===== config.mk =====
export PLATFORM = sky130hd
export DESIGN_NAME = instrCache
export DESIGN_NICKNAME = d
export VERILOG_FILES = /design/src/source/cachePkg.sv /design/src/source/instrCache.sv
export SDC_FILE = /design/constraint.sdc
export NUM_CORES = 1
export LEC_CHECK = 0
export BUFFER_PORTS_ARGS = -buffer_cell sky130_fd_sc_hd__clkbuf_2
export CORE_MARGIN = 4
export CORE_UTILIZATION = 65
export CTS_CLUSTER_DIAMETER = 120
export DETAILED_ROUTE_END_ITERATION = 16
export GPL_TIMING_DRIVEN = 0
export PLACE_DENSITY = 0.93
export SETUP_SLACK_MARGIN = 0.5
export SLEW_MARGIN = 20
export SYNTH_ARGS = -nofsm -noshare
export SYNTH_HDL_FRONTEND = slang
export SYNTH_SLANG_ARGS = --single-unit

===== constraint.sdc =====
create_clock -name clk -period 22.3 [get_ports clk]
set_input_delay 2.23 -clock clk [delete_from_list [all_inputs] [get_ports clk]]
set_output_delay 2.23 -clock clk [all_outputs]
set_load 0.03 [all_outputs]

===== src/source/cachePkg.sv =====
package cachePkg;

    // geometry of words, lines and the two caches
    localparam int WORD_SIZE      = 32;
    localparam int ADDR_SIZE      = 12;
    localparam int WORDS_PER_LINE = 4;
    localparam int LINE_SIZE      = WORD_SIZE * WORDS_PER_LINE;
    localparam int NUM_LINES      = 8;
    localparam int INDEX_SIZE     = 3;
    localparam int OFFSET_SIZE    = 2;
    localparam int BYTE_SIZE      = 2;
    localparam int TAG_SIZE       = ADDR_SIZE - INDEX_SIZE - OFFSET_SIZE - BYTE_SIZE;
    localparam int LINE_ADDR_SIZE = TAG_SIZE + INDEX_SIZE;
    localparam int WORD_ADDR_SIZE = ADDR_SIZE - BYTE_SIZE;
    localparam int NUM_MEM_LINES  = 2 ** LINE_ADDR_SIZE;

    // memory timing, cycles from grant to ready
    localparam int MEM_LATENCY      = 3;
    localparam int LATENCY_CNT_SIZE = $clog2(MEM_LATENCY + 1);

    localparam logic [WORD_SIZE-1:0] FILL_KEY = 32'h5a3c_96e1;

    // cache controller states
    localparam logic [1:0] STATE_IDLE       = 2'd0;
    localparam logic [1:0] STATE_WRITE_BACK = 2'd1;
    localparam logic [1:0] STATE_REFILL     = 2'd2;
    localparam logic [1:0] STATE_FINISH     = 2'd3;

    // bus owner encodings
    localparam logic [1:0] OWNER_NONE  = 2'd0;
    localparam logic [1:0] OWNER_DATA  = 2'd1;
    localparam logic [1:0] OWNER_INSTR = 2'd2;

    // one byte address, seen whole or split into cache fields
    typedef union packed {
        logic [ADDR_SIZE-1:0] raw;
        struct packed {
            logic [TAG_SIZE-1:0]    tag;
            logic [INDEX_SIZE-1:0]  index;
            logic [OFFSET_SIZE-1:0] offset;
            logic [BYTE_SIZE-1:0]   byteSel;
        } fields;
    } byteAddr;

    // power-up content of one memory word
    function automatic logic [WORD_SIZE-1:0] fillWord(input logic [WORD_ADDR_SIZE-1:0] wordAddr);
        return {{(WORD_SIZE - WORD_ADDR_SIZE){1'b0}}, wordAddr} ^ FILL_KEY;
    endfunction

endpackage


===== src/source/instrCache.sv =====
`timescale 1ns/1ps

module instrCache
    import cachePkg::*;
(
    input  logic                      clk,
    input  logic                      rst,
    input  logic                      fetchEnable,
    input  byteAddr                   address,
    input  logic                      memReady,
    input  logic [LINE_SIZE-1:0]      memLine,
    output logic [WORD_SIZE-1:0]      instr,
    output logic                      fetchDone,
    output logic                      stall,
    output logic                      memRead,
    output logic [LINE_ADDR_SIZE-1:0] lineAddr
);

    logic [LINE_SIZE-1:0]  dataArray [NUM_LINES];
    logic [TAG_SIZE-1:0]   tagArray  [NUM_LINES];
    logic [NUM_LINES-1:0]  validBits;
    logic [1:0]            state;
    logic                  hitDone;
    byteAddr               reqAddr;
    logic [INDEX_SIZE-1:0] addrIndex;
    logic [INDEX_SIZE-1:0] reqIndex;
    logic                  accept;
    logic                  hit;
    logic [LINE_SIZE-1:0]  curLine;

    assign addrIndex = address.fields.index;
    assign reqIndex  = reqAddr.fields.index;
    assign accept    = (state == STATE_IDLE || state == STATE_FINISH) && fetchEnable;
    assign hit       = validBits[addrIndex] && (tagArray[addrIndex] == address.fields.tag);

    always_ff @(posedge clk) begin
        if (rst) begin
            state     <= STATE_IDLE;
            hitDone   <= 1'b0;
            validBits <= '0;
        end else begin
            hitDone <= 1'b0;
            case (state)
                STATE_IDLE, STATE_FINISH: begin
                    state <= STATE_IDLE;
                    if (accept) begin
                        if (hit) begin
                            hitDone <= 1'b1;
                        end else begin
                            state <= STATE_REFILL;
                        end
                    end
                end
                STATE_REFILL: begin
                    if (memReady) begin
                        validBits[reqIndex] <= 1'b1;
                        state               <= STATE_FINISH;
                    end
                end
                default: state <= STATE_IDLE;
            endcase
        end
    end

    always_ff @(posedge clk) begin
        if (accept) begin
            reqAddr <= address;
        end
        if (state == STATE_REFILL && memReady) begin
            dataArray[reqIndex] <= memLine;
            tagArray[reqIndex]  <= reqAddr.fields.tag;
        end
    end

    assign curLine   = dataArray[reqIndex];
    assign instr     = curLine[reqAddr.fields.offset * WORD_SIZE +: WORD_SIZE];
    assign fetchDone = hitDone || (state == STATE_FINISH);
    assign stall     = (state == STATE_REFILL);
    assign memRead   = (state == STATE_REFILL);
    assign lineAddr  = {reqAddr.fields.tag, reqIndex};

endmodule


==> impl_metrics.env <==
export IMPL_path_delay_family="buffers and inverters"
export IMPL_finalHoldViolations=0
export IMPL_cts_buffers=102
export IMPL_grt_pass1_wl_um=167200
export IMPL_final_cells=2933
export IMPL_synthToLayoutAreaGrowth_pct=16.37
export IMPL_clockBufferDepth=3
export IMPL_netlist_area_um2=41220
export IMPL_nets=2125
export IMPL_cts_tree="done"
export IMPL_rows=92
export IMPL_grt_ovfl_total=0
export IMPL_power_leakage_nw=15.53
export IMPL_cts_hold_buf=0
export IMPL_cts_resized=0
export IMPL_fillCellCount=2998
export IMPL_hold_start="validBits[3]"
export IMPL_max_stage_delay_ns=0.99
export IMPL_drv_slew=0
export IMPL_ys_warn_count=0
export IMPL_clkTransAtPathRegs_ns=0.06
export IMPL_remaining_drc_errors=0
export IMPL_core_um2=62970
export IMPL_cp_max_fo=10
export IMPL_synth_nets=1756
export IMPL_period_share=0.2996
export IMPL_vdd_ir_drop_max_v=0.00009806
export IMPL_track_usage=0.3600
export IMPL_critical_path_class="register to output pin"
export IMPL_start_util=0.6547
export IMPL_yosysUniqueCellTypes=28
export IMPL_cp_end_kind="output pin"
export IMPL_cp_required_ns=20.07
export IMPL_r2r_cells=10
export IMPL_synth_seq_cells=1088
export IMPL_dieArea_um2=67510
export IMPL_rrSetupSlack_ns=18.87
export IMPL_h_tree_depth=3
export IMPL_cts_sinks=1088
export IMPL_wl_per_cell_um=40.88
export IMPL_cap_violations=0
export IMPL_drive_gt1_frac=0.4032
export IMPL_reg2reg_to="dataArray[0][110]"
export IMPL_critPathBufInv=3
export IMPL_powerDensity_nw_per_um2=96.72
export IMPL_tns_ns=0
export IMPL_place_inst=2720
export IMPL_die_h_um=259.8
export IMPL_grt_pass1_vias=21990
export IMPL_min_path_type="register to register"
export IMPL_syn_area_per_cell_um2=25.62
export IMPL_hold_depth=2
export IMPL_skew_ns=0.01765
export IMPL_r2r_start="state[1]"
export IMPL_synth_seq_area_share=0.7891
export IMPL_power_mw=4.640
export IMPL_drt_pass1_iter_count=5
export IMPL_crit_slowest_cell="clkbuf_1"
export IMPL_grt_max_degree=22
export IMPL_tightest_slew_ns=1.258
export IMPL_dp_hpwl_um=72820
export IMPL_clock_root_buffer="clkbuf_16"
export IMPL_vias_per_cell=7.266
export IMPL_wl_um=119900
export IMPL_rsz0062_at_grt="false"
export IMPL_port_buffers=183
export IMPL_pin_count=187
export IMPL_cp_depth=6
export IMPL_die_x_um=259.8
export IMPL_whs_endpoint="validBits[3]"
export IMPL_drtAntennaViolNets=0
export IMPL_holdWs_ns=0.4917
export IMPL_insertion_delay_ns=0.69
export IMPL_antenna_found_initial=28
export IMPL_final_setup_viol_count=0
export IMPL_vias=21310
export IMPL_finalCriticalPeriod_ns=6.680
export IMPL_maxSlewHeadroom=0.1615
export IMPL_run_status="finished clean"
export IMPL_critical_path_arrival_ns=4.45
export IMPL_max_clock_freq_mhz=149.7
export IMPL_place_congestion=0.7573
export IMPL_cts_setup_buffers=0
export IMPL_crit_chain="clkbuf_1 -> clkbuf_1 -> mux4_2 -> mux4_2 -> mux2_2 -> clkbuf_2"
export IMPL_cp_start_kind="register"
export IMPL_netlist_instances=1609
export IMPL_drtIter0Drc=3839
[power by group]
group | leakage, nW | switching, mW | internal (mW) | total [mW]
logic | 4.10 | 0.339 | 0.236 | 0.575
registers | 9.79 | 0.0131 | 2.28 | 2.29
clock network | 1.65 | 0.773 | 1.00 | 1.78
[cells by family (layout without fill, tap and decap cells)]
| group | count (synthesis) | count (layout) | synth area share |
|---|---|---|---|
| other | 0 | 21 | 0 |
| xor gates and xnor gates | 5 | 5 | 0.001062 |
| buffers and inverters | 93 | 550 | 0.01153 |
| adders and majority gates | 3 | 3 | 0.0009106 |
| DFF | 1088 | 1088 | 0.7891 |
| muxes | 374 | 374 | 0.1920 |
| AOI/OAI and AO/OA | 3 | 3 | 0.0005766 |
| and+or+nand+nor | 43 | 43 | 0.004765 |
[state kept, by name, summed over array words and instances (netlist names), named ones only]
register	cells
tagArray	40
reqAddr	10
dataArray	1024
validBits	8
state	2
hitDone	1
[worst reg2reg max path, cell delays in order, from the launching register on]
cell and delay, ns:
dfxtp_1 0.41, ha_1 0.34, nand3b_1 0.34, nor3_2 0.46, buf_6 0.23, buf_4 0.25
buf_6 0.21, buf_4 0.22, buf_4 0.22, buf_4 0.20, buf_4 0.24
[placed cells by master (no fill, tap or decap), types with 2 or more instances in the layout]
| master | count |
|---|---|
| clkinv_4 | 2 |
| mux2_2 | 35 |
| buf_4 | 53 |
| clkinv_2 | 24 |
| buf_16 | 20 |
| buf_6 | 11 |
| ha_1 | 3 |
| nand2b_1 | 2 |
| nand3_1 | 2 |
| buf_1 | 6 |
| bufinv_16 | 12 |
| mux4_2 | 330 |
| clkinv_1 | 23 |
| dfxtp_1 | 14 |
| nor2_4 | 6 |
| buf_2 | 17 |
| mux2i_1 | 9 |
| diode_2 | 21 |
| buf_12 | 22 |
| inv_6 | 2 |
| clkbuf_1 | 58 |
| clkbuf_2 | 189 |
| nor2_1 | 17 |
| inv_1 | 4 |
| xor2_1 | 4 |
| edfxtp_1 | 1074 |
| nor3_2 | 2 |
| nand3b_1 | 3 |
| clkbuf_16 | 105 |
| nand2_1 | 6 |
[per-stage QoR]
step | area, um2 | utilization | setup slack, ns
final | 47970 | 0.7619 | 15.62
after global routing | 47960 | 0.7617 | 15.67
after CTS | 47910 | 0.7609 | 15.74
after detailed placement | 44570 | 0.7079 | 16.50
after global placement | 43200 | 0.6861 | 1.407
after floorplan | 41220 | - | 10.09
[worst max path at each step]
stage,end,slack [ns]
2_1_floorplan,dataArray[1][0],10.09
3_3_place_gp,dataArray[0][110],1.41
3_5_place_dp,instr[22],16.50
4_1_cts,instr[17],15.74
5_1_grt,instr[2],15.67
6_report,instr[2],15.62
[final cells by class]
class | count | area, um2 | area share
Buffer | 89 | 467.9 | 0.009755
Clock buffer | 127 | 2710 | 0.05649
Sequential cell | 1088 | 32530 | 0.6781
Timing Repair Buffer | 265 | 2233 | 0.04656
Antenna cell | 21 | 52.55 | 0.001095
Tap cell | 846 | 1059 | 0.02207
Inverter | 4 | 15.01 | 0.0003130
Multi-Input combinational cell | 428 | 8273 | 0.1725
Clock inverter | 65 | 629.4 | 0.01312
[metal layers]
metal | track usage | part of all wire | vias to the layer above
met5 | 0 | 0.00088 | -
met4 | 0.2019 | 0.068 | 16
met3 | 0.07849 | 0.10 | 424
met2 | 0.6027 | 0.52 | 2014
met1 | 0.4436 | 0.31 | 11040
li1 | - | - | 7817
[cell usage after synthesis]
cell,n,area [um2]
and3_1,1,6.260
buf_1,11,41.29
buf_2,17,85.08
buf_4,20,150.1
buf_6,4,45.04
clkbuf_1,37,138.9
dfxtp_1,14,280.3
edfxtp_1,1074,32250
ha_1,3,37.54
inv_1,4,15.01
mux2_2,35,394.1
mux2i_1,9,90.09
mux4_2,330,7432
nand2_1,6,22.52
nand2b_1,2,12.51
nand3_1,2,10.01
nand3b_1,3,22.52
nand4_1,1,6.260
nor2_1,23,86.33
nor3_1,2,10.01
nor4_1,1,6.260
o2111ai_1,1,8.760
o211a_1,1,10.01
o21ai_0,1,5.000
or2_2,1,6.260
or4_1,1,7.510
xnor2_1,1,8.760
xor2_1,4,35.03
(Power assumes the default switching activity.)
