**config.mk**
```make
export PLATFORM = sky130hd
export DESIGN_NAME = memArbiter
export DESIGN_NICKNAME = d
export VERILOG_FILES = /design/src/source/cachePkg.sv /design/src/source/memArbiter.sv
export SDC_FILE = /design/constraint.sdc
export NUM_CORES = 1
export LEC_CHECK = 0
export ABC_CLOCK_PERIOD_IN_PS = 1600
export BUFFER_PORTS_ARGS = -buffer_cell sky130_fd_sc_hd__buf_2
export CAP_MARGIN = 20
export CORE_AREA = 2 2 266 268
export CTS_CLUSTER_DIAMETER = 100
export CTS_CLUSTER_SIZE = 16
export DETAILED_ROUTE_END_ITERATION = 16
export DIE_AREA = 0 0 268 270
export GPL_TIMING_DRIVEN = 0
export PLACE_DENSITY_LB_ADDON = 0.3
export SYNTH_ARGS = -nofsm -noshare
export SYNTH_HDL_FRONTEND = slang
export SYNTH_SLANG_ARGS = --single-unit
```
**constraint.sdc**
```tcl
create_clock -name clk -period 1.6 [get_ports clk]
set_input_delay 0.24 -clock clk [delete_from_list [all_inputs] [get_ports clk]]
set_output_delay 0.24 -clock clk [all_outputs]
set_load 0.005 [all_outputs]
```
**src/source/cachePkg.sv**
```systemverilog
package cachePkg;

    // geometry of words, lines and the two caches
    localparam int WORD_SIZE      = 32;
    localparam int ADDR_SIZE      = 12;
    localparam int WORDS_PER_LINE = 4;
    localparam int LINE_SIZE      = WORD_SIZE * WORDS_PER_LINE;
    localparam int NUM_LINES      = 8;
    localparam int INDEX_SIZE     = 3;
    localparam int OFFSET_SIZE    = 2;
    localparam int BYTE_SIZE      = 2;
    localparam int TAG_SIZE       = ADDR_SIZE - INDEX_SIZE - OFFSET_SIZE - BYTE_SIZE;
    localparam int LINE_ADDR_SIZE = TAG_SIZE + INDEX_SIZE;
    localparam int WORD_ADDR_SIZE = ADDR_SIZE - BYTE_SIZE;
    localparam int NUM_MEM_LINES  = 2 ** LINE_ADDR_SIZE;

    // memory timing, cycles from grant to ready
    localparam int MEM_LATENCY      = 3;
    localparam int LATENCY_CNT_SIZE = $clog2(MEM_LATENCY + 1);

    localparam logic [WORD_SIZE-1:0] FILL_KEY = 32'h5a3c_96e1;

    // cache controller states
    localparam logic [1:0] STATE_IDLE       = 2'd0;
    localparam logic [1:0] STATE_WRITE_BACK = 2'd1;
    localparam logic [1:0] STATE_REFILL     = 2'd2;
    localparam logic [1:0] STATE_FINISH     = 2'd3;

    // bus owner encodings
    localparam logic [1:0] OWNER_NONE  = 2'd0;
    localparam logic [1:0] OWNER_DATA  = 2'd1;
    localparam logic [1:0] OWNER_INSTR = 2'd2;

    // one byte address, seen whole or split into cache fields
    typedef union packed {
        logic [ADDR_SIZE-1:0] raw;
        struct packed {
            logic [TAG_SIZE-1:0]    tag;
            logic [INDEX_SIZE-1:0]  index;
            logic [OFFSET_SIZE-1:0] offset;
            logic [BYTE_SIZE-1:0]   byteSel;
        } fields;
    } byteAddr;

    // power-up content of one memory word
    function automatic logic [WORD_SIZE-1:0] fillWord(input logic [WORD_ADDR_SIZE-1:0] wordAddr);
        return {{(WORD_SIZE - WORD_ADDR_SIZE){1'b0}}, wordAddr} ^ FILL_KEY;
    endfunction

endpackage

```
**src/source/memArbiter.sv**
```systemverilog
`timescale 1ns/1ps

module memArbiter
    import cachePkg::*;
(
    input  logic                      clk,
    input  logic                      rst,
    input  logic                      dRead,
    input  logic                      dWrite,
    input  logic [LINE_ADDR_SIZE-1:0] dLineAddr,
    input  logic [LINE_SIZE-1:0]      dWriteLine,
    input  logic                      iRead,
    input  logic [LINE_ADDR_SIZE-1:0] iLineAddr,
    input  logic                      memReadyIn,
    input  logic [LINE_SIZE-1:0]      memLineIn,
    output logic                      memRead,
    output logic                      memWrite,
    output logic [LINE_ADDR_SIZE-1:0] memLineAddr,
    output logic [LINE_SIZE-1:0]      memWriteLine,
    output logic                      dReady,
    output logic                      iReady,
    output logic [LINE_SIZE-1:0]      dLine,
    output logic [LINE_SIZE-1:0]      iLine
);

    logic [1:0] owner;

    // a new owner is chosen only from idle, data side first
    always_ff @(posedge clk) begin
        if (rst) begin
            owner <= OWNER_NONE;
        end else if (owner == OWNER_NONE) begin
            if (dRead || dWrite) begin
                owner <= OWNER_DATA;
            end else if (iRead) begin
                owner <= OWNER_INSTR;
            end
        end else if (memReadyIn) begin
            // transfer done, bus is free again next cycle
            owner <= OWNER_NONE;
        end
    end

    always_comb begin
        memRead      = 1'b0;
        memWrite     = 1'b0;
        memLineAddr  = dLineAddr;
        memWriteLine = dWriteLine;
        case (owner)
            OWNER_DATA: begin
                memRead  = dRead;
                memWrite = dWrite;
            end
            OWNER_INSTR: begin
                memRead     = iRead;
                memLineAddr = iLineAddr;
            end
            default: ;
        endcase
    end

    // return path goes only to the owner
    assign dReady = (owner == OWNER_DATA) && memReadyIn;
    assign iReady = (owner == OWNER_INSTR) && memReadyIn;
    assign dLine  = (owner == OWNER_DATA) ? memLineIn : '0;
    assign iLine  = (owner == OWNER_INSTR) ? memLineIn : '0;

endmodule

```
==> results.txt, run 1 <==
Final Max Slew Viols: 0
Reg area: 47.55 µm²
critical-path cell with the highest stage delay: dfxtp_4
Seq/Total Area, Yosys: 1.345%
Post-Place Setup Slack: -0.7159 ns
min-delay src: rst
core area: 69540 µm²
synthesized area: 2978 µm²
first-pass GRT wire length: 31.65 mm
syn_nets: 725
vias in the first global route: 4781
Root Buffer: clkbuf_16
final core utilization: 14.07%
Max Root-Sink Buffers: 2
Post-synth EDFFs: 0
DIE AREA: 72360 µm²
crit-path max FO: 9
Hold Vio Cnt, Final: 0
post-synthesis register bit count: 2
HP Class: in2reg
Reg clk slew, reported paths: 0.03 ns
residual overflow from global routing: 0
failing checks: setup timing
Mean Syn Cell Area: 6.722 µm²
status: finished with violations
Worst VDD drop: 0.4475 mV
Main synth FF type: dfxtp_1
Clock Latency Late Sink: 0.22 ns
Worst Slack Setup Final: -0.1665 ns
most frequent cells after synthesis: 259 x and2_1, 130 x buf_4, 21 x clkbuf_2, 8 x mux2_2, 5 x clkbuf_1
Least-Margin Pin Slew: 0.1875 ns
CP Launch Point: owner[0]
initial antenna violation count: 8
post-synth top area share: 54.41%
routed wire length: 25.81 mm
ANT nets after route: 0
largest register by flop count: owner
CTS Sinks: 2
crit path cell chain: inv_4 -> ha_4 -> buf_12 -> buf_4 -> clkbuf_8 -> and2_1 -> buf_2
CP Launch Type: flop
synthesis-to-layout area growth: 228.5%
vias per inst: 2.587
Residual DRC: 0
H-Tree Depth: 1
Initial Util: 4.282%
dpl cells: 1928
max reg flops: 2
min Tclk post-route: 1.767 ns
Cell variety after synth: 18
Final Cell Area: 9783 µm²
period utilization: 110.4%
Max Fclk: 0.5661 GHz
Synth async-reset ratio: 0%
MaxCap Viol Count: 0
Synth Warn #: 0
largest net degree at the start of global routing: 11
CP Data Required Time: 1.36 ns
Overall Global Routing Usage: 6.069%
CTS tree: done
Iter 0 DRT Violations: 96
most numerous cell in the Yosys netlist: and2_1
fin nets: 1317
CP peak stage delay: 0.37 ns
total CTS buffers: 3
share of layout cells above drive strength 1: 91.48%
# port buffers: 545
GPL Wtd Cong: 0.7352
Die Width: 268 µm
R2R Setup Slk: 0.28 ns
Mapped Cells: 443
# rows: 97
Post-Layout Cell Count: 1977
Worst Path Arrival: 1.53 ns
Top Ports: 674
cts hold-fix bufs: 0
cell taking the most area after synthesis: and2_1
Die Span Y: 270 µm
R2R Path Start: owner[0]
synth top area cells: and2_1 54%, buf_4 33%, clkbuf_2 3.5%
Finish-stage setup viols: 263
Post-DP Area: 6882 µm²
CP bufs+invs: 5
CP Capture Type: primary output
leakage: 5.063 nW
Layout fillers: 7915
clock skew: 0.0008168 ns
vias after detailed routing: 5115
Slew Limit Headroom: 87.43%
final hold slack: 0.2009 ns
largest registers: owner: 2 flops
RSZ-0062 raised after global routing: yes
Wirelength per Cell: 13.05 µm
Pwr Density: 320.3 nW/µm²
area occupied by multi-input gates: 2344 µm²
DR pass1 iterations: 4
DPL Wire Length: 18.66 mm
dominant delay contributor by cell family on the critical path: buffers and inverters
Setup CP Type: reg2out
==> metal layers <==
layer / global-route usage, % / wire length, µm
met1: 5.990 / 8898
met2: 12.48 / 13910
met3: 0.5106 / 1729
met4: 2.749 / 1267
met5: 0 / 0
==> metrics by stage <==
| step | TNS [ns] | power [mW] |
|---|---|---|
| 2_1_floorplan | 0 | 0.7466 |
| 3_3_place_gp | -112.55 | 1.656 |
| 3_5_place_dp | -102.19 | 1.630 |
| 4_1_cts | -35.34 | 2.919 |
| 5_1_grt | -36.58 | 3.325 |
| 6_report | -25.03 | 3.134 |
==> layout by cell type, fill, tap and decap left out <==
cell type and count:
mux2_4 8, a31oi_1 1, and2_4 182, clkbuf_4 2, or3_1 1, ha_1 2
nand4b_1 1, buf_12 10, and2_1 77, diode_2 4, buf_2 357, ha_4 2
buf_8 28, dfxtp_4 2, a22oi_2 1, nor2b_2 1, clkbuf_8 4, buf_6 192
a211oi_1 1, buf_16 5, clkbuf_16 17, inv_4 2, a21oi_1 1, o21ai_0 2
nor2_1 2, buf_4 132
==> worst paths after layout <==
check	endpoint	cells after the start
min	owner[0]	2
max	iLine[64]	7
max reg2reg	owner[0]	5
min reg2reg	owner[0]	2
==> cell families after synthesis <==
| kind of cell | Yosys count | share of synthesized area (%) |
|---|---|---|
| adders and majority gates | 4 | 1.681 |
| muxes | 8 | 3.025 |
| DFF | 2 | 1.345 |
| and+or+nand+nor | 264 | 55.38 |
| buffers and inverters | 159 | 37.35 |
| AOI/OAI and AO/OA | 6 | 1.219 |
==> power breakdown <==
part	leakage, nW	internal, mW	total (mW)	switching, mW
Clock	0.0370	0.318	0.380	0.0618
Combinational	5.01	1.72	2.69	0.973
Sequential	0.0178	0.0544	0.0619	0.00746
Total	5.06	2.09	3.13	1.04
==> layout make-up <==
type	instances	area share, %
repair buffers	590	47.54
multi-input cells	282	23.95
plain buffers	154	15.00
well taps	940	12.02
clock buffers	3	0.7674
flip-flops and latches	2	0.4860
inverters	2	0.1279
diodes	4	0.1023
==> what timing repair did <==
| item | CTS | global route |
|---|---|---|
| pin swaps | 87 | 14 |
| resized for setup | 366 | 167 |
| setup endpoints to repair | 268 | 268 |
| cloned | 26 | 3 |
| buffers inserted | 13 | 4 |
Note: power is estimated with default switching activity, not from simulation.
==> inputs of run 2 (changes only) <==
--- a/config.mk
+++ b/config.mk
@@ -5,14 +5,14 @@
 export SDC_FILE = /design/constraint.sdc
 export NUM_CORES = 1
 export LEC_CHECK = 0
-export ABC_CLOCK_PERIOD_IN_PS = 1600
+export ABC_CLOCK_PERIOD_IN_PS = 2200
 export BUFFER_PORTS_ARGS = -buffer_cell sky130_fd_sc_hd__buf_2
 export CAP_MARGIN = 20
-export CORE_AREA = 2 2 266 268
+export CORE_AREA = 2 2 263 265
 export CTS_CLUSTER_DIAMETER = 100
 export CTS_CLUSTER_SIZE = 16
 export DETAILED_ROUTE_END_ITERATION = 16
-export DIE_AREA = 0 0 268 270
+export DIE_AREA = 0 0 265 267
 export GPL_TIMING_DRIVEN = 0
 export PLACE_DENSITY_LB_ADDON = 0.3
 export SYNTH_ARGS = -nofsm -noshare
==> constraint.sdc (replaced) <==
create_clock -name clk -period 2.2 [get_ports clk]
set_input_delay 0.33 -clock clk [delete_from_list [all_inputs] [get_ports clk]]
set_output_delay 0.33 -clock clk [all_outputs]
set_load 0.005 [all_outputs]
==> run 2 against run 1 <==
Compared with the run above: the flow now finishes without violations; count of clock-buffer cells in the layout stayed put; sequential power is 30% lower; clock skew hardly changed; wire length is 16% lower; global-route usage is 0.84 points lower; via count is 7.3% lower; critical endpoint is now iLine[91].
==> results.txt, run 2 (synthesis gave the netlist of run 1 again) <==
final core utilization: 10.19%
vias after detailed routing: 4741
# rows: 96
ANT nets after route: 0
leakage: 4.132 nW
combinational share of power: 78.4%
power share of the clock group: 18.6%
Reg clk slew, reported paths: 0.03 ns
CP Launch Type: flop
most common cell after layout, fill and taps aside: buf_2
Finish-stage setup viols: 0
Max Fclk: 0.4811 GHz
total CTS buffers: 3
Wirelength per Cell: 11.51 µm
Top Ports: 674
routed wire length: 21.57 mm
period utilization: 94.48%
Int Pwr: 902.2 µW
CTS tree: done
Iter 0 DRT Violations: 65
CTS Sinks: 2
Overall Global Routing Usage: 5.229%
clock skew: 0.0008333 ns
DPL Wire Length: 19.54 mm
residual overflow from global routing: 0
Post-Place Setup Slack: -0.3186 ns
largest register by flop count: owner
switching power: 543.4 µW
status: completed
Layout fillers: 8006
DR pass1 iterations: 4
Die Width: 265 µm
Worst Path Arrival: 1.75 ns
initial antenna violation count: 4
H-Tree Depth: 1
Tot Pwr: 1.446 mW
sequential fraction of design power: 3.0%
Residual DRC: 0
Least-Margin Pin Slew: 0.3420 ns
Max Root-Sink Buffers: 2
GPL Wtd Cong: 0.7740
Clock Latency Late Sink: 0.22 ns
Hold Vio Cnt, Final: 0
min Tclk post-route: 2.079 ns
setup tns final: 0 ns
first-pass GRT wire length: 27.12 mm
fin nets: 1274
Root Buffer: clkbuf_16
CP Capture Type: primary output
DIE AREA: 70760 µm²
synthesis-to-layout area growth: 132.7%
# port buffers: 545
Worst VDD drop: 0.2112 mV
switching share of power: 37.59%
Setup CP Type: reg2out
MaxCap Viol Count: 0
Final Max Slew Viols: 0
leading cell types in the layout, fill and taps excluded: 547 x buf_2, 258 x and2_1, 129 x buf_4
max reg flops: 2
area occupied by multi-input gates: 1842 µm²
largest registers: owner: 2 flops
vias in the first global route: 4531
vias per inst: 2.530
core area: 67990 µm²
RSZ-0062 raised after global routing: no
Die Span Y: 267 µm
post-CTS setup buffer count: 0
share of layout cells above drive strength 1: 71.92%
Pwr Density: 208.6 nW/µm²
crit-path max FO: 10
CP Data Required Time: 1.87 ns
largest net degree at the start of global routing: 11
Reg area: 40.04 µm²
Initial Util: 4.380%
Slew Limit Headroom: 77.20%
HP Class: in2reg
Worst Slack Setup Final: 0.1214 ns
run 2: cell count changes in the layout (fill, tap and decap cells not counted), sizes merged:
cell / previous run / this run
diode: 4 / 2
buf: 724 / 678
clkbuf: 23 / 26
run 2: worst paths after layout:
path         startpoint         to  slack, ns  depth (start not counted)
max            owner[0]  iLine[91]       0.12                          6
min                 rst   owner[0]       0.29                          2
max reg2reg    owner[0]   owner[0]       0.87                          4
min reg2reg    owner[0]   owner[0]       0.60                          2
run 2: area by class of cell:
| cell class | instances | area share, % |
|---|---|---|
| diodes | 2 | 0.07222 |
| plain buffers | 156 | 16.30 |
| flip-flops and latches | 2 | 0.5777 |
| well taps | 882 | 15.92 |
| repair buffers | 545 | 39.36 |
| inverters | 2 | 0.1083 |
| multi-input cells | 282 | 26.58 |
| clock buffers | 3 | 1.083 |
run 2: worst max-delay path, stage by stage (launching register included):
cell	delay, ns
dfxtp_1	0.34
inv_1	0.14
ha_2	0.25
buf_12	0.20
clkbuf_4	0.26
and2_1	0.19
buf_2	0.13
run 2: layer usage:
| metal | vias to the layer above | part of all wire, % | wire length (µm) | GRT usage (%) |
|---|---|---|---|---|
| met3 | 43 | 8.2 | 1769 | 0.6643 |
| li1 | 2303 | - | - | - |
| met4 | 0 | 4.1 | 890 | 2.214 |
| met5 | - | 0 | 0 | 0 |
| met2 | 425 | 58 | 12470 | 11.81 |
| met1 | 1970 | 30 | 6441 | 4.338 |
run 2: power groups by stage:
stage / combinational [mW] / sequential [mW] / clock (mW)
floorplan: 0.501 / 0.0417 / 0
global placement: 1.16 / 0.0424 / 0
detailed placement: 1.15 / 0.0425 / 0
CTS: 1.16 / 0.0432 / 0.273
global route: 1.25 / 0.0438 / 0.279
finish: 1.13 / 0.0432 / 0.269
run 2: what timing repair did:
action | CTS | global route
setup endpoints to repair | 231 | 7
gates resized for setup | 12 | 5
hold endpoints to repair | 0 | 0
hold buffers | 0 | 0
pin swaps | 0 | 0
run 2: stage by stage:
step	hold WS [ns]	instance area, µm²	cells
detailed placement	0.5204	6809	1870
global route	0.3009	6930	1874
global placement	0.5224	6809	1870
finish	0.2938	6930	1874
floorplan	0.3994	2978	443
CTS	0.2973	6928	1873
==> inputs of run 3 (changes only) <==
--- a/config.mk
+++ b/config.mk
@@ -6,13 +6,14 @@
 export NUM_CORES = 1
 export LEC_CHECK = 0
 export ABC_CLOCK_PERIOD_IN_PS = 2200
-export BUFFER_PORTS_ARGS = -buffer_cell sky130_fd_sc_hd__buf_2
 export CAP_MARGIN = 20
-export CORE_AREA = 2 2 263 265
+export CORE_AREA = 2 2 259 261
 export CTS_CLUSTER_DIAMETER = 100
 export CTS_CLUSTER_SIZE = 16
 export DETAILED_ROUTE_END_ITERATION = 16
-export DIE_AREA = 0 0 265 267
+export DIE_AREA = 0 0 261 263
+export DONT_BUFFER_PORTS = 1
+export GPL_ROUTABILITY_DRIVEN = 1
 export GPL_TIMING_DRIVEN = 0
 export PLACE_DENSITY_LB_ADDON = 0.3
 export SYNTH_ARGS = -nofsm -noshare
==> run 3 against run 2 <==
Compared with the run above: utilization down 3.8 points; register-to-register slack better by 0.02 ns; global-route usage down 0.20 points; setup slack worse by 0.022 ns; via count down 37%; power down 31%; wire length down 7.1%; largest power group unchanged; critical path depth down 2; sequential share of layout area up 0.37 points.
==> results.txt, run 3 (synthesis gave the netlist of run 1 again) <==
RSZ-0062 raised after global routing: no
R2R Path Start: owner[0]
Worst VDD drop: 0.2871 mV
Residual DRC: 0
total CTS buffers: 3
Slew Limit Headroom: 64.57%
area occupied by multi-input gates: 1838 µm²
CP Launch Type: flop
combinational share of power: 68.4%
Hold Vio Cnt, Final: 0
sequential fraction of design power: 4.3%
DIE AREA: 68640 µm²
Wirelength per Cell: 15.20 µm
leading cell types in the layout, fill and taps excluded: 259 x and2_1, 130 x buf_4, 18 x clkbuf_2
Overall Global Routing Usage: 5.024%
hold endpoint: owner[0]
Reg area: 40.04 µm²
Pwr Density: 238.6 nW/µm²
first-pass GRT wire length: 24.14 mm
core area: 65630 µm²
Least-Margin Pin Slew: 0.5315 ns
switching power: 417.4 µW
initial antenna violation count: 11
crit-path max FO: 10
leakage: 1.624 nW
vias in the first global route: 2949
max reg flops: 2
vias per inst: 2.281
switching share of power: 41.61%
largest register by flop count: owner
Root Buffer: clkbuf_16
status: completed
min-delay src: rst
ANT nets after route: 0
Int Pwr: 585.7 µW
H-Tree Depth: 1
Max Fclk: 0.4760 GHz
residual overflow from global routing: 0
Initial Util: 4.537%
MaxCap Viol Count: 0
Layout fillers: 7763
Worst Slack Setup Final: 0.09907 ns
clock skew: 0.001650 ns
Worst Path Arrival: 1.77 ns
hold path depth: 1
Finish-stage setup viols: 0
setup tns final: 0 ns
vias after detailed routing: 3006
Die Width: 261 µm
# port buffers: 0
largest registers: owner: 2 flops
period utilization: 95.50%
Iter 0 DRT Violations: 82
fin nets: 730
R2R Setup Slk: 0.89 ns
GPL Wtd Cong: 0.9093
routed wire length: 20.03 mm
synthesis-to-layout area growth: 41.18%
Tot Pwr: 1.003 mW
DPL Wire Length: 17.38 mm
Post-Place Setup Slack: -0.2098 ns
Final Max Slew Viols: 0
CTS tree: done
HP Class: in2reg
r2r worst-path depth: 4
most common cell after layout, fill and taps aside: and2_1
Clock Latency Late Sink: 0.22 ns
Reg-to-Reg End: owner[0]
Top Ports: 674
cts hold-fix bufs: 0
DR pass1 iterations: 4
CP Capture Type: primary output
Max Root-Sink Buffers: 2
share of layout cells above drive strength 1: 37.00%
Reg clk slew, reported paths: 0.03 ns
# rows: 94
min Tclk post-route: 2.101 ns
Setup CP Type: reg2out
Die Span Y: 263 µm
CTS Sinks: 2
power share of the clock group: 27.3%
CP Data Required Time: 1.87 ns
post-CTS setup buffer count: 0
largest net degree at the start of global routing: 11
run 3: final cells by class:
class	count	share of cell area, %
well taps	864	25.71
multi-input cells	282	43.72
plain buffers	157	27.17
diodes	8	0.4762
flip-flops and latches	2	0.9524
clock buffers	3	1.786
inverters	2	0.1786
run 3: how the worst max path moves through the flow:
stage | from | to | slack (ns) | depth (start not counted)
6_report | owner[0] | memLineAddr[6] | 0.1 | 4
5_1_grt | owner[0] | memLineAddr[6] | 0.002 | 4
4_1_cts | owner[1] | dLine[98] | 0.01 | 5
3_5_place_dp | owner[1] | dLine[102] | -0.21 | 5
3_3_place_gp | owner[1] | dLine[102] | -0.19 | 5
2_1_floorplan | owner[0] | memLineAddr[6] | 0.73 | 4
run 3: worst max-delay path: stages, from the launching register on:
cell,delay [ns]
dfxtp_1,0.34
inv_1,0.13
ha_1,0.22
clkbuf_1,0.44
mux2_2,0.42
run 3: power groups by stage:
stage | Sequential [mW] | Combinational, mW | Clock [mW]
after floorplan | 0.0417 | 0.501 | 0
after CTS | 0.0420 | 0.703 | 0.278
final | 0.0429 | 0.686 | 0.274
after global placement | 0.0422 | 0.693 | 0
after global routing | 0.0433 | 0.760 | 0.283
after detailed placement | 0.0423 | 0.690 | 0
run 3: stage by stage:
step	util (%)	hold slack (ns)	std cells	instance area, µm²
after floorplan	-	0.3994	443	2978
after global placement	6.185	0.4010	1307	4059
after detailed placement	6.185	0.4068	1307	4059
after CTS	6.354	0.1775	1310	4170
after global routing	6.394	0.1818	1315	4197
final	6.406	0.1801	1318	4204
run 3: repair_timing:
action                                  4_1_cts  5_1_grt
endpoints found under the setup margin      191       43
gates resized for setup                      11        3
endpoints found under the hold margin         0        0
run 3: routing by layer:
| layer | global-route usage (%) | vias up | part of all wire, % |
|---|---|---|---|
| met1 | 3.748 | 1354 | 26 |
| li1 | - | 1217 | - |
| met2 | 11.56 | 397 | 61 |
| met5 | 0 | - | 0 |
| met3 | 0.6740 | 38 | 8.6 |
| met4 | 2.426 | 0 | 4.8 |
