`src/source/cachePkg.sv`:
```
package cachePkg;

    // geometry of words, lines and the two caches
    localparam int WORD_SIZE      = 32;
    localparam int ADDR_SIZE      = 12;
    localparam int WORDS_PER_LINE = 4;
    localparam int LINE_SIZE      = WORD_SIZE * WORDS_PER_LINE;
    localparam int NUM_LINES      = 8;
    localparam int INDEX_SIZE     = 3;
    localparam int OFFSET_SIZE    = 2;
    localparam int BYTE_SIZE      = 2;
    localparam int TAG_SIZE       = ADDR_SIZE - INDEX_SIZE - OFFSET_SIZE - BYTE_SIZE;
    localparam int LINE_ADDR_SIZE = TAG_SIZE + INDEX_SIZE;
    localparam int WORD_ADDR_SIZE = ADDR_SIZE - BYTE_SIZE;
    localparam int NUM_MEM_LINES  = 2 ** LINE_ADDR_SIZE;

    // memory timing, cycles from grant to ready
    localparam int MEM_LATENCY      = 3;
    localparam int LATENCY_CNT_SIZE = $clog2(MEM_LATENCY + 1);

    localparam logic [WORD_SIZE-1:0] FILL_KEY = 32'h5a3c_96e1;

    // cache controller states
    localparam logic [1:0] STATE_IDLE       = 2'd0;
    localparam logic [1:0] STATE_WRITE_BACK = 2'd1;
    localparam logic [1:0] STATE_REFILL     = 2'd2;
    localparam logic [1:0] STATE_FINISH     = 2'd3;

    // bus owner encodings
    localparam logic [1:0] OWNER_NONE  = 2'd0;
    localparam logic [1:0] OWNER_DATA  = 2'd1;
    localparam logic [1:0] OWNER_INSTR = 2'd2;

    // one byte address, seen whole or split into cache fields
    typedef union packed {
        logic [ADDR_SIZE-1:0] raw;
        struct packed {
            logic [TAG_SIZE-1:0]    tag;
            logic [INDEX_SIZE-1:0]  index;
            logic [OFFSET_SIZE-1:0] offset;
            logic [BYTE_SIZE-1:0]   byteSel;
        } fields;
    } byteAddr;

    // power-up content of one memory word
    function automatic logic [WORD_SIZE-1:0] fillWord(input logic [WORD_ADDR_SIZE-1:0] wordAddr);
        return {{(WORD_SIZE - WORD_ADDR_SIZE){1'b0}}, wordAddr} ^ FILL_KEY;
    endfunction

endpackage

```
`src/source/dataCache.sv`:
```
`timescale 1ns/1ps

module dataCache
    import cachePkg::*;
(
    input  logic                      clk,
    input  logic                      rst,
    input  logic                      readEnable,
    input  logic                      writeEnable,
    input  logic                      byteLoad,
    input  byteAddr                   address,
    input  logic [WORD_SIZE-1:0]      writeData,
    input  logic                      memReady,
    input  logic [LINE_SIZE-1:0]      memLine,
    output logic [WORD_SIZE-1:0]      value,
    output logic                      loadDone,
    output logic                      storeDone,
    output logic                      stall,
    output logic                      memRead,
    output logic                      memWrite,
    output logic [LINE_ADDR_SIZE-1:0] lineAddr,
    output logic [LINE_SIZE-1:0]      writeLine
);

    logic [LINE_SIZE-1:0]  dataArray [NUM_LINES];
    logic [TAG_SIZE-1:0]   tagArray  [NUM_LINES];
    logic [NUM_LINES-1:0]  validBits;
    logic [NUM_LINES-1:0]  dirtyBits;
    logic [1:0]            state;
    logic                  hitDone;

    // request captured when the strobe is accepted
    byteAddr               reqAddr;
    logic [WORD_SIZE-1:0]  reqData;
    logic                  reqStore;
    logic                  reqByte;

    logic [INDEX_SIZE-1:0] addrIndex;
    logic [INDEX_SIZE-1:0] reqIndex;
    logic                  accept;
    logic                  hit;
    logic [LINE_SIZE-1:0]  refillLine;
    logic [LINE_SIZE-1:0]  curLine;
    logic [WORD_SIZE-1:0]  curWord;

    assign addrIndex = address.fields.index;
    assign reqIndex  = reqAddr.fields.index;

    // finish behaves like idle, so a new strobe can follow the done pulse
    assign accept = (state == STATE_IDLE || state == STATE_FINISH) && (readEnable || writeEnable);
    assign hit    = validBits[addrIndex] && (tagArray[addrIndex] == address.fields.tag);

    always_ff @(posedge clk) begin
        if (rst) begin
            state     <= STATE_IDLE;
            hitDone   <= 1'b0;
            validBits <= '0;
            dirtyBits <= '0;
        end else begin
            hitDone <= 1'b0;
            case (state)
                STATE_IDLE, STATE_FINISH: begin
                    state <= STATE_IDLE;
                    if (accept) begin
                        if (hit) begin
                            hitDone <= 1'b1;
                            if (writeEnable) begin
                                dirtyBits[addrIndex] <= 1'b1;
                            end
                        end else if (validBits[addrIndex] && dirtyBits[addrIndex]) begin
                            state <= STATE_WRITE_BACK;
                        end else begin
                            state <= STATE_REFILL;
                        end
                    end
                end
                STATE_WRITE_BACK: begin
                    // victim is in memory now, go fetch the new line
                    if (memReady) begin
                        state <= STATE_REFILL;
                    end
                end
                STATE_REFILL: begin
                    if (memReady) begin
                        validBits[reqIndex] <= 1'b1;
                        dirtyBits[reqIndex] <= reqStore;
                        state               <= STATE_FINISH;
                    end
                end
                default: state <= STATE_IDLE;
            endcase
        end
    end

    // store miss merges its word into the incoming line
    always_comb begin
        refillLine = memLine;
        if (reqStore) begin
            refillLine[reqAddr.fields.offset * WORD_SIZE +: WORD_SIZE] = reqData;
        end
    end

    always_ff @(posedge clk) begin
        if (accept) begin
            reqAddr  <= address;
            reqData  <= writeData;
            reqStore <= writeEnable;
            reqByte  <= byteLoad;
            if (hit && writeEnable) begin
                dataArray[addrIndex][address.fields.offset * WORD_SIZE +: WORD_SIZE] <= writeData;
            end
        end
        if (state == STATE_REFILL && memReady) begin
            dataArray[reqIndex] <= refillLine;
            tagArray[reqIndex]  <= reqAddr.fields.tag;
        end
    end

    // load result comes straight from the array, valid with the done pulse
    assign curLine = dataArray[reqIndex];
    assign curWord = curLine[reqAddr.fields.offset * WORD_SIZE +: WORD_SIZE];
    assign value   = reqByte ? {{(WORD_SIZE - 8){1'b0}}, curWord[reqAddr.fields.byteSel * 8 +: 8]}
                             : curWord;

    assign loadDone  = (hitDone || state == STATE_FINISH) && !reqStore;
    assign storeDone = (hitDone || state == STATE_FINISH) && reqStore;
    assign stall     = (state == STATE_WRITE_BACK) || (state == STATE_REFILL);

    // bus side, held steady until the arbiter hands back ready
    assign memWrite  = (state == STATE_WRITE_BACK);
    assign memRead   = (state == STATE_REFILL);
    assign lineAddr  = memWrite ? {tagArray[reqIndex], reqIndex}
                                : {reqAddr.fields.tag, reqIndex};
    assign writeLine = dataArray[reqIndex];

endmodule

```
`config.mk`:
```
export PLATFORM = sky130hd
export DESIGN_NAME = dataCache
export DESIGN_NICKNAME = d
export VERILOG_FILES = /design/src/source/cachePkg.sv /design/src/source/dataCache.sv
export SDC_FILE = /design/constraint.sdc
export NUM_CORES = 1
export LEC_CHECK = 0
export ABC_CLOCK_PERIOD_IN_PS = 8820
export BUFFER_PORTS_ARGS = -buffer_cell sky130_fd_sc_hd__buf_4
export CORE_MARGIN = 10
export CORE_UTILIZATION = 65
export CTS_CLUSTER_DIAMETER = 120
export DETAILED_ROUTE_END_ITERATION = 12
export GPL_TIMING_DRIVEN = 0
export MAX_ROUTING_LAYER = met4
export PLACE_DENSITY_LB_ADDON = 0.08
export SYNTH_ARGS = -nofsm -noshare
export SYNTH_HDL_FRONTEND = slang
export SYNTH_SLANG_ARGS = --single-unit
export TNS_END_PERCENT = 20
```
`constraint.sdc`:
```
create_clock -name clk -period 8.82 [get_ports clk]
set_clock_uncertainty 0.05 [all_clocks]
set_input_delay 2.205 -clock clk [delete_from_list [all_inputs] [get_ports clk]]
set_output_delay 2.205 -clock clk [all_outputs]
set_load 0.01 [all_outputs]
```
==> flow_summary.json, run 1 <==
{
  "run_status": "complete, but fails checks",
  "failed_checks": "capacitance limit, slew limit",
  "fmax_ghz": 0.143,
  "post_synthesis_simple_gate_area_fraction": 0.0303,
  "power.total_mw": 18.0,
  "met2WireLength_mm": 72.3,
  "clk_transition_reported_paths_ps": 60,
  "post-synth-top-area-fraction": 0.709,
  "cp_data_arrival_time_ps": 4750,
  "power.leakage_nw": 18.7,
  "slowest_delay_ps": 1140,
  "postSynthNetCount": 2674,
  "wirelength_met1_mm": 51.8,
  "most_used_dff_post_synth": "sky130_fd_sc_hd__edfxtp_1",
  "detailedRoute.firstPassIterationCount": 9,
  "global_route.usage.total": 0.385,
  "synthesis.instances": 2483,
  "initial_utilization": 0.657,
  "io-pin-count": 351,
  "root_buffer": "sky130_fd_sc_hd__clkbuf_16",
  "final_worst_path_setup_slack_ps": 1820,
  "gp_congestion": 0.933,
  "post_synth.cell_area_avg_um2": 18.9,
  "whs_ps": 420,
  "synth_seq_area_share": 0.718,
  "power.share.combinational": 0.373,
  "power_switching_share": 0.343,
  "count_of_endpoints_failing_setup_in_the_final_report": 0,
  "synth-compound-area-share": 0.0457,
  "cts_resized": 0,
  "rows": 98,
  "cellPowerDensity_nw_per_um2": 323,
  "detail_route_antenna_nets": 0,
  "drcViolationCount": 0,
  "power.net_switching_mw": 6.17,
  "synthMuxAreaShare": 0.185,
  "timing.setup.tns_ps": 0,
  "antenna_found_initial": 9,
  "timing.final.crit_share": 0.794,
  "clockBufferDepth": 3,
  "die_x_um": 289,
  "final_core_util": 0.776,
  "cts.sinks": 1132,
  "share_clk_of_total_power": 0.258,
  "nets": 3177,
  "cts_buffers": 109,
  "critPathSlowestCell": "sky130_fd_sc_hd__clkbuf_1",
  "postSynth.asyncResetShare": 0,
  "synth.largest_area_cell": "sky130_fd_sc_hd__edfxtp_1",
  "routed.top_layer": "met4",
  "worst_vdd_drop_mv": 0.234,
  "dr_total_vias": 29400,
  "first_global_vias": 29400,
  "ratio_of_cells_with_drive_above_1_in_the_final_layout": 0.350,
  "cts_tree": "built",
  "max_transition_margin": -0.0293,
  "holdBufCountCts": 0,
  "synth_cell_types": 52,
  "yosys.area_share.adder": 0.00346,
  "syn2layout_area_growth_pct": 18.1,
  "crit_required_ps": 6570,
  "timing_hold_violations_final": 0,
  "grt_overflow_total": 0,
  "critical_path.startpoint_type": "register",
  "placeableCoreArea_um2": 71600,
  "met3WireLength_mm": 22.9,
  "rsz_0062_raised_after_global_routing": "false",
  "die_span_y_um": 289,
  "placement.io_buffers": 349,
  "path_cells": "buf_2 -> buf_2 -> buf_2 -> clkbuf_1 -> clkbuf_1 -> mux4_2 -> mux2i_1 -> a21oi_1 -> buf_4",
  "place_hpwl_mm": 106,
  "wire_length_of_the_first_global_routing_pass_mm": 217,
  "post_syn_area_um2": 47000,
  "vias_per_cell": 7.28,
  "synth.yosys.warnings": 0,
  "end_kind": "output port",
  "cts_setup_buffers": 0,
  "timing.setup.critical_path_class": "reg2out",
  "insertion_delay_ps": 670,
  "route.detailed.wl_per_inst_um": 38.7,
  "count_of_flip_flops_with_a_built_in_enable_after_synthesis": 1110,
  "yosys_register_bits": 1132,
  "final_period_minus_worst_setup_slack_ps": 7000,
  "first_iter_violations": 4635,
  "critPathMaxFanout": 11,
  "htreeDepth": 3,
  "max_slew_violation_total_from_the_final_report": 6,
  "internal_power_mw": 11.8,
  "pin_count_of_the_biggest_net_entering_global_routing": 48,
  "share_seq_of_total_power": 0.369,
  "dpl_worst_slack_ps": 2010,
  "synth_top_family_by_area": "multiplexers",
  "synth_top_cells_by_area": "sky130_fd_sc_hd__edfxtp_1, sky130_fd_sc_hd__mux4_2, sky130_fd_sc_hd__mux2_2",
  "synth_xor_xnor_area_share": 0.000559,
  "design.die.area_um2": 83500,
  "drt_wl_total_mm": 156,
  "cpMostUsedCell": "sky130_fd_sc_hd__buf_2",
  "timing_worst_slew_pin_value_ps": 1530,
  "hold_class": "reg2reg",
  "drv.max_cap_violation_count": 2
}
==> layout make-up <==
class                           count  area, um^2
Inverter                           10        40.0
Timing Repair Buffer              392        3480
Multi-Input combinational cell   1174       12800
Clock buffer                      130        2830
Sequential cell                  1132       33800
Antenna cell                       10        25.0
Tap cell                          950        1190
Buffer                            167         753
Fill cell                        3827       16100
Clock inverter                     69         678
==> path summary, 6_finish.rpt <==
path	startpoint	endpoint	slack (ps)	cells after the start
setup / recovery	register	lineAddr[3]	1820	9
hold / removal	validBits[6]$_SDFFE_PP0P_	validBits[6]$_SDFFE_PP0P_	420	2
setup reg to reg	reqAddr[3]$_DFFE_PP_	dataArray[6][102]$_DFFE_PP_	2900	8
hold reg to reg	validBits[6]$_SDFFE_PP0P_	validBits[6]$_SDFFE_PP0P_	420	2
==> synthesized netlist by cell type (2+ instances only) <==
cell,number
sky130_fd_sc_hd__nor2b_1,13
sky130_fd_sc_hd__a21oi_1,15
sky130_fd_sc_hd__edfxtp_1,1110
sky130_fd_sc_hd__buf_6,2
sky130_fd_sc_hd__o211ai_1,3
sky130_fd_sc_hd__xor2_1,3
sky130_fd_sc_hd__o21ai_0,143
sky130_fd_sc_hd__buf_1,17
sky130_fd_sc_hd__o311a_1,3
sky130_fd_sc_hd__nand2b_1,7
sky130_fd_sc_hd__or3_1,3
sky130_fd_sc_hd__buf_2,27
sky130_fd_sc_hd__buf_4,20
sky130_fd_sc_hd__nand3b_1,8
sky130_fd_sc_hd__o311ai_0,2
sky130_fd_sc_hd__ha_1,13
sky130_fd_sc_hd__o32ai_1,2
sky130_fd_sc_hd__nand4_1,4
sky130_fd_sc_hd__a221oi_1,9
sky130_fd_sc_hd__clkbuf_1,101
sky130_fd_sc_hd__nor4b_1,6
sky130_fd_sc_hd__a22oi_1,129
sky130_fd_sc_hd__nor2_1,94
sky130_fd_sc_hd__inv_1,10
sky130_fd_sc_hd__o22ai_1,3
sky130_fd_sc_hd__nor4_1,3
sky130_fd_sc_hd__a22o_1,2
sky130_fd_sc_hd__nor3_1,14
sky130_fd_sc_hd__and2_1,3
sky130_fd_sc_hd__and3_1,2
sky130_fd_sc_hd__o21a_1,5
sky130_fd_sc_hd__mux4_2,286
sky130_fd_sc_hd__dfxtp_1,22
sky130_fd_sc_hd__nand3_1,5
sky130_fd_sc_hd__a32o_1,2
sky130_fd_sc_hd__and3b_1,3
sky130_fd_sc_hd__mux2i_1,56
sky130_fd_sc_hd__o21ai_1,7
sky130_fd_sc_hd__nand2_1,163
sky130_fd_sc_hd__mux2_2,151
==> through the flow <==
step | cells | cell area, um^2
floorplan | 2483 | 47000
global placement | 3782 | 50800
detailed placement | 3825 | 52000
CTS | 4024 | 55500
global route | 4032 | 55500
finish | 4034 | 55500
==> flip-flops by register name, indices dropped and copies added (netlist names), named ones only <==
| signal | flops |
|---|---|
| dataArray | 1024 |
| tagArray | 40 |
| reqData | 32 |
| reqAddr | 12 |
| dirtyBits | 8 |
| validBits | 8 |
| state | 2 |
| hitDone | 1 |
| reqByte | 1 |
| reqStore | 1 |
==> placed cells by master, fill, tap and decap left out, types with 14 or more instances in the layout <==
master	count
sky130_fd_sc_hd__o21ai_0	143
sky130_fd_sc_hd__buf_1	16
sky130_fd_sc_hd__clkinv_2	15
sky130_fd_sc_hd__nand2_1	163
sky130_fd_sc_hd__buf_12	27
sky130_fd_sc_hd__nor2_4	32
sky130_fd_sc_hd__a22oi_1	129
sky130_fd_sc_hd__nor3_1	14
sky130_fd_sc_hd__edfxtp_1	1110
sky130_fd_sc_hd__clkbuf_1	120
sky130_fd_sc_hd__buf_4	375
sky130_fd_sc_hd__buf_2	27
sky130_fd_sc_hd__mux4_2	286
sky130_fd_sc_hd__mux2_2	151
sky130_fd_sc_hd__clkinv_1	31
sky130_fd_sc_hd__dfxtp_1	22
sky130_fd_sc_hd__nor2_1	62
sky130_fd_sc_hd__clkbuf_16	110
sky130_fd_sc_hd__mux2i_1	56
==> worst max-delay path: cells and delay by family, from the launching register on <==
kind	cells	cell delay (ps)
mux	2	600
buf+inv	6	3060
compound gates	1	130
flops	1	300
==> cells by family (layout without fill, tap and decap cells) <==
kind of cell,Yosys count,after routing
compound gates,336,336
xor+xnor,3,3
fa+ha+maj,13,13
buf+inv,177,768
flops,1132,1132
mux,493,493
other cells,0,10
simple gates,329,329
==> routing by layer <==
layer  up-vias  GRT usage
li1      11200          -
met1     14900      0.475
met2      2707      0.570
met3       562      0.130
met4         0      0.195
met5         -          -
==> power by group through the flow <==
stage | Clock, mW | Sequential, mW | Combinational, mW
2_1_floorplan | 0 | 6.68 | 3.53
3_3_place_gp | 0 | 6.74 | 6.30
3_5_place_dp | 0 | 6.73 | 6.51
4_1_cts | 4.62 | 6.62 | 6.59
5_1_grt | 4.83 | 6.65 | 6.90
6_report | 4.63 | 6.63 | 6.70
Note: power is estimated with default switching activity, not from simulation.
==> run 2, diff against run 1 <==
ABC_CLOCK_PERIOD_IN_PS = 6700   (was 8820)
CORE_UTILIZATION = 60   (was 65)
clock period = 6.7 ns   (was 8.82 ns; I/O delays follow)
==> run 2 against run 1 <==
Effect of this change: the flow now finishes without violations; register-to-register slack worse by 2200 ps; utilization is 5.2 points lower; wire length is 0.18% lower; sequential power is 32% higher; clock-buffer cell count is 5 higher; sequential cell count stayed put; critical endpoint unchanged; global-route usage is 3.0 points lower; final cell count is 2.7% higher; largest cell class unchanged; first-iteration DRC count is 2.3% lower.
==> flow_summary.json, run 2 (same netlist as run 1, synthesis figures left out) <==
{
  "run_status": "complete, no violations",
  "drt_wl_total_mm": 156,
  "final_period_minus_worst_setup_slack_ps": 6430,
  "clk_transition_reported_paths_ps": 70,
  "share_seq_of_total_power": 0.365,
  "nets": 3185,
  "critPathMaxFanout": 10,
  "critical_path.startpoint_type": "register",
  "dr_total_vias": 29000,
  "timing_worst_slew_pin_value_ps": 1400,
  "rows": 102,
  "cpMostUsedCell": "sky130_fd_sc_hd__buf_2",
  "final_worst_path_setup_slack_ps": 269,
  "layout.cells.most_common": "sky130_fd_sc_hd__edfxtp_1",
  "power.net_switching_mw": 8.16,
  "cp_data_arrival_time_ps": 4710,
  "final_core_util": 0.723,
  "clockBufferDepth": 3,
  "insertion_delay_ps": 700,
  "path_cells": "buf_2 -> buf_2 -> buf_2 -> clkbuf_1 -> clkbuf_1 -> mux4_2 -> mux2i_1 -> a21oi_1 -> buf_4",
  "post_layout_nonfiller_instances": 4142,
  "dpl_worst_slack_ps": 473,
  "hold_path_startpoint": "validBits[4]$_SDFFE_PP0P_",
  "vias_per_cell": 7.01,
  "rsz_0062_raised_after_global_routing": "false",
  "power_switching_share": 0.341,
  "worst_vdd_drop_mv": 0.296,
  "r2r_cells": 8,
  "ff2ff_setup_slack_ps": 670,
  "cp_num_buf_inv": 6,
  "drv.max_cap_violation_count": 0,
  "worstReg2RegStart": "reqAddr[3]$_DFFE_PP_",
  "placement.io_buffers": 349,
  "largest_regs": "dataArray (1024), tagArray (40), reqData (32)",
  "die_x_um": 300,
  "syn2layout_area_growth_pct": 19.4,
  "io-pin-count": 351,
  "cellPowerDensity_nw_per_um2": 426,
  "initial_utilization": 0.606,
  "fillCellCount": 4686,
  "cts_tree": "built",
  "timing_hold_violations_final": 0,
  "route.detailed.wl_per_inst_um": 37.6,
  "postLayoutCellArea_um2": 56100,
  "holdBufCountCts": 0,
  "antenna_found_initial": 8,
  "place_hpwl_mm": 110,
  "max_slew_violation_total_from_the_final_report": 0,
  "detail_route_antenna_nets": 0,
  "dp.cells": 3921,
  "hold-path-cell-count": 1,
  "max_transition_margin": 0.0564,
  "wire_length_of_the_first_global_routing_pass_mm": 218,
  "power.share.combinational": 0.369,
  "root_buffer": "sky130_fd_sc_hd__clkbuf_16",
  "largest_reg_flops": 1024,
  "internal_power_mw": 15.8,
  "first_iter_violations": 4527,
  "max_flop_register": "dataArray",
  "die_span_y_um": 300,
  "cts_buffers": 111,
  "most-common-layout-cells": "sky130_fd_sc_hd__edfxtp_1, sky130_fd_sc_hd__buf_4, sky130_fd_sc_hd__mux4_2",
  "crit_required_ps": 4970,
  "cts.sinks": 1132,
  "grt_overflow_total": 0,
  "timing.final.crit_share": 0.960,
  "timing.setup.tns_ps": 0,
  "first_global_vias": 29300,
  "hold-path-endpoint": "validBits[4]$_SDFFE_PP0P_",
  "power.total_mw": 23.9,
  "timing.critical_path.max_delay_family": "buffers and inverters",
  "htreeDepth": 3,
  "share_clk_of_total_power": 0.267,
  "cts_resized": 0,
  "gp_congestion": 0.950,
  "hold_class": "reg2reg",
  "drcViolationCount": 0,
  "detailedRoute.firstPassIterationCount": 7,
  "timing.setup.critical_path_class": "reg2out",
  "placeableCoreArea_um2": 77600,
  "slowest_delay_ps": 1020,
  "power.leakage_nw": 18.9,
  "design.die.area_um2": 90000,
  "cts_setup_buffers": 0,
  "end_kind": "output port",
  "regToRegEndpoint": "dataArray[7][51]$_DFFE_PP_",
  "whs_ps": 424,
  "global_route.usage.total": 0.356,
  "count_of_endpoints_failing_setup_in_the_final_report": 0,
  "critPathSlowestCell": "sky130_fd_sc_hd__clkbuf_1",
  "pin_count_of_the_biggest_net_entering_global_routing": 33,
  "postPlaceCellArea_um2": 52400,
  "fmax_ghz": 0.155,
  "ratio_of_cells_with_drive_above_1_in_the_final_layout": 0.353
}
[run 2: cell types whose count changed in the layout (fill, tap and decap cells not counted), sizes merged, moves of 3 or more]
cell      before  now
clkinvlp       5    8
clkinv        52   48
inv           10   14
clkbuf       232  237
buf          457  463
[run 2: power by group through the flow]
stage	Combinational (mW)	Clock [mW]	Sequential, mW
floorplan	4.65	0	8.79
global placement	8.34	0	8.87
detailed placement	8.62	0	8.86
CTS	8.68	6.38	8.71
global route	9.11	6.66	8.75
finish	8.82	6.38	8.72
[run 2: how the worst max path moves through the flow]
stage,cells past startpoint,start,end,slack (ps)
detailed placement,11,address[4],dataArray[6][59]$_DFFE_PP_,470
global route,9,register,lineAddr[3],110
finish,9,register,lineAddr[3],270
CTS,9,register,lineAddr[3],300
global placement,10,address[4],dataArray[0][83]$_DFFE_PP_,-1760
floorplan,9,address[4],dataArray[2][0]$_DFFE_PP_,1300
[run 2: cell type report]
type,instances,area (um^2),area share
diodes,12,30.0,0.000535
plain buffers,167,752,0.0134
clock buffers,135,2930,0.0522
clock inverters,74,778,0.0139
inverters,10,40.0,0.000713
multi-input cells,1174,12700,0.227
flip-flops and latches,1132,33800,0.602
well taps,1040,1300,0.0232
repair buffers,398,3800,0.0677
[run 2: worst register-to-register path: cells and delay by family, from the launching register on]
family                   cells  cell delay, ps
AND/OR/NAND/NOR              1            1060
adder cells (fa/ha/maj)      1             430
AO/OA/AOI/OAI                2            1180
buffers and inverters        4            2530
flip-flops                   1             400
[run 2: per-layer routing]
metal  share of wire  up-vias  global-route usage
li1                -    11300                   -
met1            0.34    14800               0.440
met2            0.47     2500               0.536
met3            0.15      491               0.119
met4           0.050        0               0.154
met5               0        -                   -
